$ cat src/logic/pgu_pkg.sv
/*
 * Shared definitions for the page-descriptor unit.
 * Widths, the bus register map, bit positions inside the register
 * words and the types passed between the bus slave and the table store.
 * Modules import it inside their bodies; port lists use scoped names.
 */
package pgu_pkg;

    // ------------------------------
    // Widths and sizes
    localparam int PAGE_BITS  = 10;               // Page index width
    localparam int NUM_PAGES  = 1 << PAGE_BITS;   // 1024 descriptors
    localparam int FRAME_W    = 20;               // Frame number width
    localparam int WB_DATA_W  = 32;               // Bus data width
    localparam int REG_ADDR_W = 3;                // Register word address width

    typedef logic [PAGE_BITS-1:0]  page_idx_t;
    typedef logic [FRAME_W-1:0]    frame_t;
    typedef logic [WB_DATA_W-1:0]  wb_data_t;
    typedef logic [REG_ADDR_W-1:0] reg_addr_t;

    localparam page_idx_t LAST_PAGE = page_idx_t'(NUM_PAGES - 1);   // Fill stops here

    // ------------------------------
    // Register map, word offsets
    localparam reg_addr_t REG_INDEX  = 3'd0;   // Page index, read-write
    localparam reg_addr_t REG_MAP    = 3'd1;   // Frame number of indexed page
    localparam reg_addr_t REG_ACCESS = 3'd2;   // Invalid / read-only bits
    localparam reg_addr_t REG_REPRIO = 3'd3;   // Reprioritize bit
    localparam reg_addr_t REG_FILL   = 3'd4;   // Write starts bulk fill
    localparam reg_addr_t REG_STATUS = 3'd5;   // Busy and changed flags

    // Bit positions in ACCESS and STATUS words
    localparam int ACC_INV_BIT    = 1;
    localparam int ACC_RO_BIT     = 2;
    localparam int ST_BUSY_BIT    = 0;
    localparam int ST_CHANGED_BIT = 1;

    // Target of a table request
    typedef enum logic [2:0] {
        SEL_MAP,
        SEL_ACCESS,
        SEL_REPRIO,
        SEL_FILL,
        SEL_STATUS
    } table_sel_t;

    // Reprioritize fill sequencer states
    typedef enum logic {
        FILL_IDLE,
        FILL_RUN
    } fill_state_t;

endpackage

$ cat src/logic/pgu_req_if.sv
/*
 * Request channel between the bus slave and the table store.
 * The slave pulses req with a target, an index and write data; the
 * store answers every req with exactly one done pulse, rdata valid
 * in that cycle. Only one request is outstanding at any time.
 */
`timescale 1ns/1ps

interface pgu_req_if;
    import pgu_pkg::*;

    logic       req;     // One-cycle request pulse
    logic       we;      // Write when high
    table_sel_t sel;     // Target table or register
    page_idx_t  index;   // Page addressed
    wb_data_t   wdata;   // Raw bus write word
    wb_data_t   rdata;   // Formatted as the register reads
    logic       done;    // One-cycle answer pulse

    modport table_master (
        output req, we, sel, index, wdata,
        input  rdata, done
    );

    modport table_store (
        input  req, we, sel, index, wdata,
        output rdata, done
    );

endinterface

$ cat src/logic/pgu_wb_slave.sv
/*
 * Wishbone classic slave of the page-descriptor unit.
 * Samples a strobe, captures address and data, then issues one table
 * request per transfer. The page index register and the reserved
 * offsets are served locally; ack follows the table or local done.
 */
`timescale 1ns/1ps

module pgu_wb_slave (
    input  logic               clk,
    input  logic               reset,
    input  logic               i_wb_cyc,
    input  logic               i_wb_stb,
    input  logic               i_wb_we,
    input  pgu_pkg::reg_addr_t i_wb_adr,
    input  pgu_pkg::wb_data_t  i_wb_dat,
    output pgu_pkg::wb_data_t  o_wb_dat,
    output logic               o_wb_ack,
    pgu_req_if.table_master    tbl
);
    import pgu_pkg::*;

    logic       active_q;     // Strobe being served
    logic       sample_q;     // Strobe accepted on last edge
    logic       req_q;        // Table request pulse
    logic       loc_req_q;    // Local request pulse
    logic       loc_done_q;   // Local answer pulse
    reg_addr_t  adr_q;        // Captured word offset
    logic       we_q;
    wb_data_t   dat_q;
    page_idx_t  index_q;      // Page index register
    logic       start;
    logic       is_local;
    logic       done_any;
    table_sel_t sel;

    assign start    = i_wb_cyc & i_wb_stb & ~active_q;   // New transfer only
    assign is_local = (adr_q == REG_INDEX) || (adr_q > REG_STATUS);
    assign done_any = tbl.done | loc_done_q;

    // ------------------------------
    // Offset to table target
    always_comb begin
        case (adr_q)
            REG_MAP:    sel = SEL_MAP;
            REG_ACCESS: sel = SEL_ACCESS;
            REG_REPRIO: sel = SEL_REPRIO;
            REG_FILL:   sel = SEL_FILL;
            REG_STATUS: sel = SEL_STATUS;
            default:    sel = SEL_MAP;       // Local offsets, no table request
        endcase
    end

    // Request fields come from registered copies, stable for the whole transfer
    assign tbl.req   = req_q;
    assign tbl.we    = we_q;
    assign tbl.sel   = sel;
    assign tbl.index = index_q;
    assign tbl.wdata = dat_q;

    // ------------------------------
    // Transfer control
    always_ff @(posedge clk) begin
        if (reset) begin
            active_q   <= 1'b0;
            sample_q   <= 1'b0;
            req_q      <= 1'b0;
            loc_req_q  <= 1'b0;
            loc_done_q <= 1'b0;
            index_q    <= '0;
        end else begin
            sample_q   <= start;
            req_q      <= sample_q & ~is_local;    // Tables answer one edge later
            loc_req_q  <= sample_q & is_local;
            loc_done_q <= loc_req_q;               // Same latency as the tables
            if (start)
                active_q <= 1'b1;
            else if (done_any)
                active_q <= 1'b0;                  // Ready for next strobe
            if (loc_req_q && we_q && adr_q == REG_INDEX)
                index_q <= dat_q[PAGE_BITS-1:0];
        end
    end

    // Address and data capture
    always_ff @(posedge clk) begin
        if (start) begin
            adr_q <= i_wb_adr;
            we_q  <= i_wb_we;
            dat_q <= i_wb_dat;
        end
    end

    // ------------------------------
    // Bus answer
    assign o_wb_ack = active_q & done_any;

    always_comb begin
        if (!is_local)
            o_wb_dat = tbl.rdata;                  // Already formatted by the store
        else if (adr_q == REG_INDEX)
            o_wb_dat = wb_data_t'(index_q);
        else
            o_wb_dat = '0;                         // Reserved offsets read zero
    end

    // Master holds the strobe until it sees ack
    a_ack_in_cycle: assert property (@(posedge clk) disable iff (reset)
        o_wb_ack |-> (i_wb_cyc && i_wb_stb));

    // One ack per transfer, never back to back
    a_ack_single: assert property (@(posedge clk) disable iff (reset)
        o_wb_ack |=> !o_wb_ack);

endmodule

$ cat src/flat_wrapper.sv
// flat-port wrapper written by rule: the top's interface ports become plain ports
module pgu_wb_slave_flat import pgu_pkg::*;
  (clk, reset, i_wb_cyc, i_wb_stb, i_wb_we, i_wb_adr, i_wb_dat, o_wb_dat, o_wb_ack, tbl_req, tbl_we, tbl_sel, tbl_index, tbl_wdata, tbl_rdata, tbl_done);
  pgu_req_if tbl_i ();
  input  logic clk;
  input  logic reset;
  input  logic i_wb_cyc;
  input  logic i_wb_stb;
  input  logic i_wb_we;
  input  pgu_pkg::reg_addr_t i_wb_adr;
  input  pgu_pkg::wb_data_t i_wb_dat;
  output pgu_pkg::wb_data_t o_wb_dat;
  output logic o_wb_ack;
  output wire logic [$bits(tbl_i.req)-1:0] tbl_req;
  output wire logic [$bits(tbl_i.we)-1:0] tbl_we;
  output wire logic [$bits(tbl_i.sel)-1:0] tbl_sel;
  output wire logic [$bits(tbl_i.index)-1:0] tbl_index;
  output wire logic [$bits(tbl_i.wdata)-1:0] tbl_wdata;
  input wire logic [$bits(tbl_i.rdata)-1:0] tbl_rdata;
  input wire logic [$bits(tbl_i.done)-1:0] tbl_done;
  assign tbl_req = tbl_i.req;
  assign tbl_we = tbl_i.we;
  assign tbl_sel = tbl_i.sel;
  assign tbl_index = tbl_i.index;
  assign tbl_wdata = tbl_i.wdata;
  assign tbl_i.rdata = tbl_rdata;
  assign tbl_i.done = tbl_done;
  pgu_wb_slave u_core (.clk(clk), .reset(reset), .i_wb_cyc(i_wb_cyc), .i_wb_stb(i_wb_stb), .i_wb_we(i_wb_we), .i_wb_adr(i_wb_adr), .i_wb_dat(i_wb_dat), .o_wb_dat(o_wb_dat), .o_wb_ack(o_wb_ack), .tbl(tbl_i));
endmodule
$ cat config.mk
export PLATFORM = sky130hd
export DESIGN_NAME = pgu_wb_slave_flat
export DESIGN_NICKNAME = d
export VERILOG_FILES = /design/src/logic/pgu_pkg.sv /design/src/logic/pgu_req_if.sv /design/src/logic/pgu_wb_slave.sv /design/src/flat_wrapper.sv
export SDC_FILE = /design/constraint.sdc
export NUM_CORES = 1
export LEC_CHECK = 0
export BUFFER_PORTS_ARGS = -buffer_cell sky130_fd_sc_hd__buf_2
export CORE_AREA = 2 2 78 80
export CTS_BUF_LIST = sky130_fd_sc_hd__clkbuf_4 sky130_fd_sc_hd__clkbuf_8
export CTS_CLUSTER_SIZE = 12
export DETAILED_ROUTE_END_ITERATION = 16
export DIE_AREA = 0 0 80 82
export PLACE_DENSITY_LB_ADDON = 0.25
export SLEW_MARGIN = 5
export SYNTH_ARGS = -nofsm -noshare
export SYNTH_HDL_FRONTEND = slang
export SYNTH_SLANG_ARGS = --single-unit
export TNS_END_PERCENT = 20
$ cat constraint.sdc
create_clock -name clk -period 1.8 [get_ports clk]
set_clock_uncertainty 0.2 [all_clocks]
set_input_delay 0.36 -clock clk [delete_from_list [all_inputs] [get_ports clk]]
set_output_delay 0.36 -clock clk [all_outputs]
set_load 0.02 [all_outputs]
# After elaboration in Yosys (flattened, before gate mapping)
# Cells that the tools add are included.
[classes]
order_cmp = 1
bitwise = 8
n_mux = 5
n_eq_ne = 4
reduce_logical = 5
[op_table]
columns = ["cell", "count"]
rows = [
  ["32-bit two-way mux", 1],
  ["3-bit case mux with 4 select lines", 1],
  ["10-bit two-way mux", 1],
  ["3-bit by 2-bit == test with 1-bit output (second input constant)", 2],
  ["3-bit == test (second input constant)", 2],
  ["1-bit bitwise AND", 5],
  ["3-bit > comparator (second input constant)", 1],
  ["3-bit zero test", 1],
  ["1-bit logical AND", 2],
  ["1-bit two-way mux", 2],
  ["1-bit NOT", 2],
  ["2-bit nonzero test", 1],
  ["1-bit logical OR", 1],
  ["1-bit bitwise OR", 1],
]
[totals]
register_bits = 51
out_inout_bits = 80
in_bits = 73
word_cells = 32

# Logic depth before layout (Yosys ltp)
# Gate-level depths: netlist of run 1.
[depth]
ltp_word = 4
mapped_depth = 5
ltp_nobuf = 3

# Worst setup path after synthesis of run 1
# OpenSTA, ideal clock, no wires.
[synth_path]
kind = "input -> register"
start = "input port i_wb_cyc"
end = "register u_core.adr_q[0] (enable)"
arrival_time_ps = 1401
path_buffers = 0
slack_ps = -191
stages = 3
path_cell_list = "nand2_1 > or2_2 > inv_1"
[synth_between]
elab_chain_cells = 2
[synth_rtl]
columns = ["element", "line", "text"]
rows = [
  ["from (decl)", "flat_wrapper.sv:7", "input logic i_wb_cyc;"],
  ["1-bit bitwise AND (2 in series)", "pgu_wb_slave.sv:37", "assign start = i_wb_cyc & i_wb_stb & ~active_q;"],
  ["via u_core.start", "pgu_wb_slave.sv:32", "logic start;"],
  ["to (signal assigned)", "pgu_wb_slave.sv:88", "adr_q <= i_wb_adr;"],
  ["to (decl)", "pgu_wb_slave.sv:28", "reg_addr_t adr_q;"],
]
# The timed path passes the listed nets, and every way through them passes these cells.
# A chain may end at the register's enable or synchronous reset.

# Worst setup path after layout of run 1
[layout_path]
start = "register u_core.adr_q[2]"
end = "output port o_wb_dat[28]"
[layout_between]
elab_chain_cells = 3
[layout_rtl]
columns = ["element", "line", "text"]
rows = [
  ["3-bit > comparator or 3-bit zero test (tied branches)", "pgu_wb_slave.sv:38", "assign is_local = (adr_q == REG_INDEX) || (adr_q > REG_STATUS);"],
  ["1-bit logical OR *", "pgu_wb_slave.sv:38", ""],
  ["32-bit two-way mux *", "pgu_wb_slave.sv:99", "if (!is_local)"],
  ["to (decl)", "flat_wrapper.sv:12", "output pgu_pkg::wb_data_t o_wb_dat;"],
]
# Mark *: on every way between the ends. The rest lies on a longest branch, timed or not.

==> flow_metrics.env, run 1 <==
export IMPL_cts_buffer_depth=2
export IMPL_grt_overflow=0
export IMPL_rsz0062_at_grt="true"
export IMPL_area_growth_pct=68.2
export IMPL_criticalPathCategory="register to output port"
export IMPL_hold_viol_final=0
export IMPL_synthMuxAreaShare_pct=5.26
export IMPL_critical_path_arrival_ps=1560
export IMPL_final_max_slew_viol_count=0
export IMPL_path_clk_slew_ps=90
export IMPL_synth_edff_count=36
export IMPL_row_count=28
export IMPL_drt_wl_total_mm=5.70
export IMPL_grtUsageTotal_pct=15.3
export IMPL_synthTopCellsByCount="36 x edfxtp_1, 22 x and2_1, 22 x nand2b_1"
export IMPL_first_pass_iters=4
export IMPL_htree_levels=2
export IMPL_ant_nets=0
export IMPL_ys_async_sr_fraction_pct=0
export IMPL_p_per_area_mw_per_mm2=779
export IMPL_first_global_vias=1685
export IMPL_synth_compound_area_share_pct=8.67
export IMPL_power_leakage_uw=0.00156
export IMPL_critPathLaunchType="register"
export IMPL_first_iter_violations=59
export IMPL_die_area_sq_mm=0.00656
export IMPL_max_vdd_ir_drop_v=0.000759
export IMPL_n_fill_cell=452
export IMPL_yosysUniqueCellTypes=23
export IMPL_synth_warnings=0
export IMPL_worst_pin_slew_ps=320
export IMPL_failed_checks="setup timing"
export IMPL_worstPathRequired_ps=1240
export IMPL_wl_per_cell_um=14.3
export IMPL_yosysMostFrequentCell="edfxtp_1"
export IMPL_min_period_ps=2120
export IMPL_numCtsBuffers=5
export IMPL_cap_violations=0
export IMPL_syn_area_sq_mm=0.00209
export IMPL_grt_max_degree=26
export IMPL_tritoncts="done"
export IMPL_status="finished, violations left"
export IMPL_synth_fa_ha_area_share_pct=0
export IMPL_yosys_area_share_simple_pct=17.1
export IMPL_relSlewSlack_pct=78.6
export IMPL_drive_above_1_share_pct=63.5
export IMPL_syn_nets=228
export IMPL_n_antenna_cell=0
export IMPL_die_h_um=82
export IMPL_clockRootBuffer="clkbuf_8"
export IMPL_synthTopCellsByArea="edfxtp_1 52%, dfxtp_1 14%, and2_1 6.6%, nand2b_1 6.6%, mux2i_1 5.3%"
export IMPL_place_ws_ps=-150
export IMPL_tns_ps=-9950
export IMPL_cp_max_fo=6
export IMPL_synth_ff_type="edfxtp_1"
export IMPL_initial_core_util_pct=36.4
export IMPL_coreArea_sq_mm=0.00575
export IMPL_viasPerCell=4.59
export IMPL_nNetsFinal=395
export IMPL_antenna_found_initial=0
export IMPL_fmax_mhz=472
export IMPL_dp_hpwl_mm=4.07
export IMPL_worst_slack_ps=-317
export IMPL_avgSynthCellArea_sq_um=13.5
export IMPL_grt_pass1_wl_mm=7.62
export IMPL_synth_top_family_by_area="simple AND/OR/NAND/NOR gates"
export IMPL_ys_ff_latch=51
export IMPL_finalSetupViolations=35
export IMPL_synth_seq_area_share_pct=66.0
export IMPL_place_gp_congestion=0.684
export IMPL_drc=0
export IMPL_cts_sinks=51
export IMPL_yosysTopAreaCellShare_pct=51.7
export IMPL_num_vias=1825
export IMPL_portBuffers=152
export IMPL_die_w_um=80
export IMPL_min_path_type="input pin to register"
export IMPL_synthXorXnorAreaFrac_pct=0
export IMPL_io_pins=153
export IMPL_postSynthCellCount=155
export IMPL_clock_latency_ps=290
export IMPL_yosys_area_top_type="edfxtp_1"
export IMPL_fin_crit_sh_pct=118
export IMPL_worstSetupEndpointType="output port"
critical path, cell delays in order, from the launching register on:
cell	delay, ps
edfxtp_1	410
buf_6	150
nor3_4	220
buf_12	160
a21oi_4	50
and2_4	150
buf_6	120
per-layer routing:
layer  wire [um]  track usage (%)
met5           0                0
met4          52             5.08
met3         601             6.59
met2        2920             26.2
met1        2130             17.1
layout make-up:
class	count	area (sq um)	share of cell area, %
Clock inverter	2	60.1	1.71
Inverter	2	11.3	0.320
Sequential cell	51	1380	39.2
Multi-Input combinational cell	97	796	22.6
Timing Repair Buffer	165	1100	31.3
Tap cell	75	93.8	2.67
Clock buffer	6	76.3	2.17
cells in the final DEF (no fill, tap or decap), drive strengths merged, types with 2 or more instances in the layout:
master,n
and2,22
dfxtp,15
edfxtp,36
a21oi,6
clkbuf,6
a22oi,10
nor2b,2
bufinv,2
nand2,2
nand2b,22
nor2,7
buf,165
mux2i,11
o2bb2ai,10
state kept, by name, indices dropped and copies added (netlist names):
name,flops
u_core.active_q,1
u_core.adr_q,3
u_core.loc_done_q,1
u_core.loc_req_q,1
u_core.sample_q,1
u_core.tbl.index,10
u_core.tbl.req,1
u_core.tbl.wdata,32
u_core.tbl.we,1
power breakdown:
part / leakage (uW) / switching (uW) / internal [uW] / total [uW]
Clock: 0.0000688 / 350 / 570 / 920
Combinational: 0.00103 / 253 / 254 / 507
Sequential: 0.000457 / 15.5 / 1300 / 1320
Total: 0.00156 / 618 / 2120 / 2740
kinds of logic after synthesis:
group,count (synthesis)
AOI/OAI and AO/OA,23
buffers and inverters,11
DFF,51
muxes,11
and+or+nand+nor,59
worst paths after layout:
path,start,to,slack (ps),cells past startpoint
worst min-delay path,i_wb_dat[3],u_core.tbl.wdata[3],30,1
worst min register to register,u_core.active_q,u_core.active_q,270,2
worst max-delay path,u_core.adr_q[2],o_wb_dat[28],-320,6
worst max register to register,u_core.adr_q[2],u_core.tbl.req,230,6
metrics by stage:
stage	hold WS [ps]	total power (uW)	std cells	util [%]	instance area, sq um
after detailed placement	262	1730	380	52.0	2990
final	34.8	2740	398	61.3	3520
after CTS	22.1	2690	395	56.9	3270
after global routing	12.6	2850	398	61.3	3520
after global placement	253	1730	380	52.0	2990
after floorplan	230	1550	155	-	2100
what timing repair did:
item                                    4_1_cts  5_1_grt
pin swaps                                     3       28
gates resized for setup                      19       76
cloned                                        3        1
endpoints found under the setup margin       35       35
buffers inserted                              4        2
hold buffers                                  0        0
No activity file was read; power rests on OpenSTA's default activity.
==> run 2, diff against run 1 <==
--- a/config.mk
+++ b/config.mk
@@ -13,2 +13,3 @@
 export DIE_AREA = 0 0 80 82
+export MAX_ROUTING_LAYER = met4
 export PLACE_DENSITY_LB_ADDON = 0.25
==> constraint.sdc (replaced) <==
create_clock -name clk -period 1.8 [get_ports clk]
set_clock_uncertainty 0.2 [all_clocks]
set_input_delay 0.27 -clock clk [delete_from_list [all_inputs] [get_ports clk]]
set_output_delay 0.27 -clock clk [all_outputs]
set_load 0.02 [all_outputs]
==> run 2 against run 1 <==
  * The run still ends with setup timing left
  * Total power down 7.1%
  * Maximum frequency up 3.4%
  * Non-clock buffer count up 42
  * Utilization up 7.0 points
  * Combinational power up 16%
  * Flip-flop and latch count unchanged
  * Clock power down 30%
  * Cell count up 11%
  * Hold slack better by 19 ps
  * Design area up 11%
==> flow_metrics.env, run 2 (synthesized netlist as in run 1, its figures left out) <==
export IMPL_grt_overflow=0
export IMPL_grt_pass1_wl_mm=9.72
export IMPL_portBuffers=152
export IMPL_grtUsageTotal_pct=20.1
export IMPL_cts_buffer_depth=2
export IMPL_area_growth_pct=87.4
export IMPL_fin_area_sq_mm=0.00392
export IMPL_largest_reg_flops=32
export IMPL_critical_path_arrival_ps=1580
export IMPL_failed_checks="setup timing"
export IMPL_first_pass_iters=4
export IMPL_min_period_ps=2050
export IMPL_layout_common_cells="117 x buf_2, 36 x dlygate4sd3_1, 36 x edfxtp_1"
export IMPL_worst_slack_ps=-248
export IMPL_first_iter_violations=97
export IMPL_stdcell_count=440
export IMPL_rsz0062_at_grt="true"
export IMPL_max_vdd_ir_drop_v=0.000706
export IMPL_path_clk_slew_ps=80
export IMPL_criticalPathCategory="register to output port"
export IMPL_cts_sinks=51
export IMPL_worst_pin_slew_ps=315
export IMPL_placed_area_sq_mm=0.00297
export IMPL_first_global_vias=2037
export IMPL_worstPathRequired_ps=1330
export IMPL_final_max_slew_viol_count=0
export IMPL_dp_hpwl_mm=4.03
export IMPL_wl_per_cell_um=14.9
export IMPL_relSlewSlack_pct=79.0
export IMPL_drc=0
export IMPL_critPathLaunchType="register"
export IMPL_io_pins=153
export IMPL_place_gp_congestion=0.696
export IMPL_hold_viol_final=0
export IMPL_row_count=28
export IMPL_nNetsFinal=437
export IMPL_drt_wl_total_mm=6.56
export IMPL_drive_above_1_share_pct=59.5
export IMPL_place_inst=379
export IMPL_viasPerCell=4.60
export IMPL_ant_nets=0
export IMPL_power_leakage_uw=0.00172
export IMPL_n_antenna_cell=0
export IMPL_antenna_found_initial=0
export IMPL_die_area_sq_mm=0.00656
export IMPL_worstSetupEndpointType="output port"
export IMPL_cap_violations=0
export IMPL_p_per_area_mw_per_mm2=650
export IMPL_die_h_um=82
export IMPL_finalSetupViolations=35
export IMPL_fin_crit_sh_pct=114
export IMPL_clockRootBuffer="clkbuf_8"
export IMPL_layout_commonest_cell="buf_2"
export IMPL_place_ws_ps=-104
export IMPL_num_vias=2022
export IMPL_clock_latency_ps=290
export IMPL_total_power_uw=2550
export IMPL_grt_max_degree=34
export IMPL_status="finished, violations left"
export IMPL_htree_levels=2
export IMPL_tritoncts="done"
export IMPL_fin_hold_ws_ps=54.2
export IMPL_die_w_um=80
export IMPL_min_path_type="input pin to register"
export IMPL_cp_max_fo=6
export IMPL_initial_core_util_pct=36.4
export IMPL_coreArea_sq_mm=0.00575
export IMPL_numCtsBuffers=5
export IMPL_fmax_mhz=488
-- run 2: cell types whose count changed in the layout (fill, tap and decap cells not counted), sizes merged --
cell	change
buf	+6
bufinv	-2
clkinvlp	+2
dlygate4sd3	+36
-- run 2: per-layer routing --
metal	share of wire [%]	global-route usage, %	vias up
met5	0	-	-
met4	2.0	7.80	0
met3	7.8	4.29	12
met2	51	35.4	121
met1	39	22.4	911
li1	-	-	978
-- run 2: final timing paths --
path              startpoint              end  slack, ps  cells past startpoint
max reg2reg  u_core.adr_q[1]   u_core.tbl.req         90                      7
max          u_core.adr_q[1]     o_wb_dat[18]       -250                      6
min reg2reg  u_core.active_q  u_core.active_q        260                      2
min                 tbl_done  u_core.active_q         50                      4
-- run 2: area by class of cell --
cell class / count / area [sq um]
Clock inverter: 2 / 12.5
Fill cell: 406 / 1830
Tap cell: 75 / 93.8
Clock buffer: 6 / 76.3
Sequential cell: 51 / 1380
Multi-Input combinational cell: 97 / 828
Inverter: 2 / 11.3
Timing Repair Buffer: 207 / 1520
-- run 2: worst max-delay path: stages, from the launching register on --
cell and delay, ps:
edfxtp_1 420, buf_6 160, nor3_4 200, buf_6 170, a21oi_4 50, and2_4 150
buf_6 130
-- run 2: where the power goes --
group / internal (uW) / total (uW) / switching [uW]
registers: 1300 / 1320 / 16.5
logic: 316 / 590 / 275
clock network: 286 / 640 / 354
total: 1900 / 2550 / 645
-- run 2: stage by stage --
| stage | setup TNS (ps) | util [%] |
|---|---|---|
| after floorplan | 0 | - |
| after global placement | -11.4 | 51.6 |
| after detailed placement | -1770 | 51.6 |
| after CTS | -6230 | 67.7 |
| after global routing | -9600 | 68.2 |
| final | -6980 | 68.2 |
-- run 2: timing repair --
item / in CTS / in global routing
endpoints found under the hold margin: 36 / 0
buffers inserted: 13 / 0
gates resized for setup: 102 / 7
gates cloned: 5 / 0
pin swaps: 34 / 7
endpoints found under the setup margin: 35 / 35
hold buffers: 36 / 0
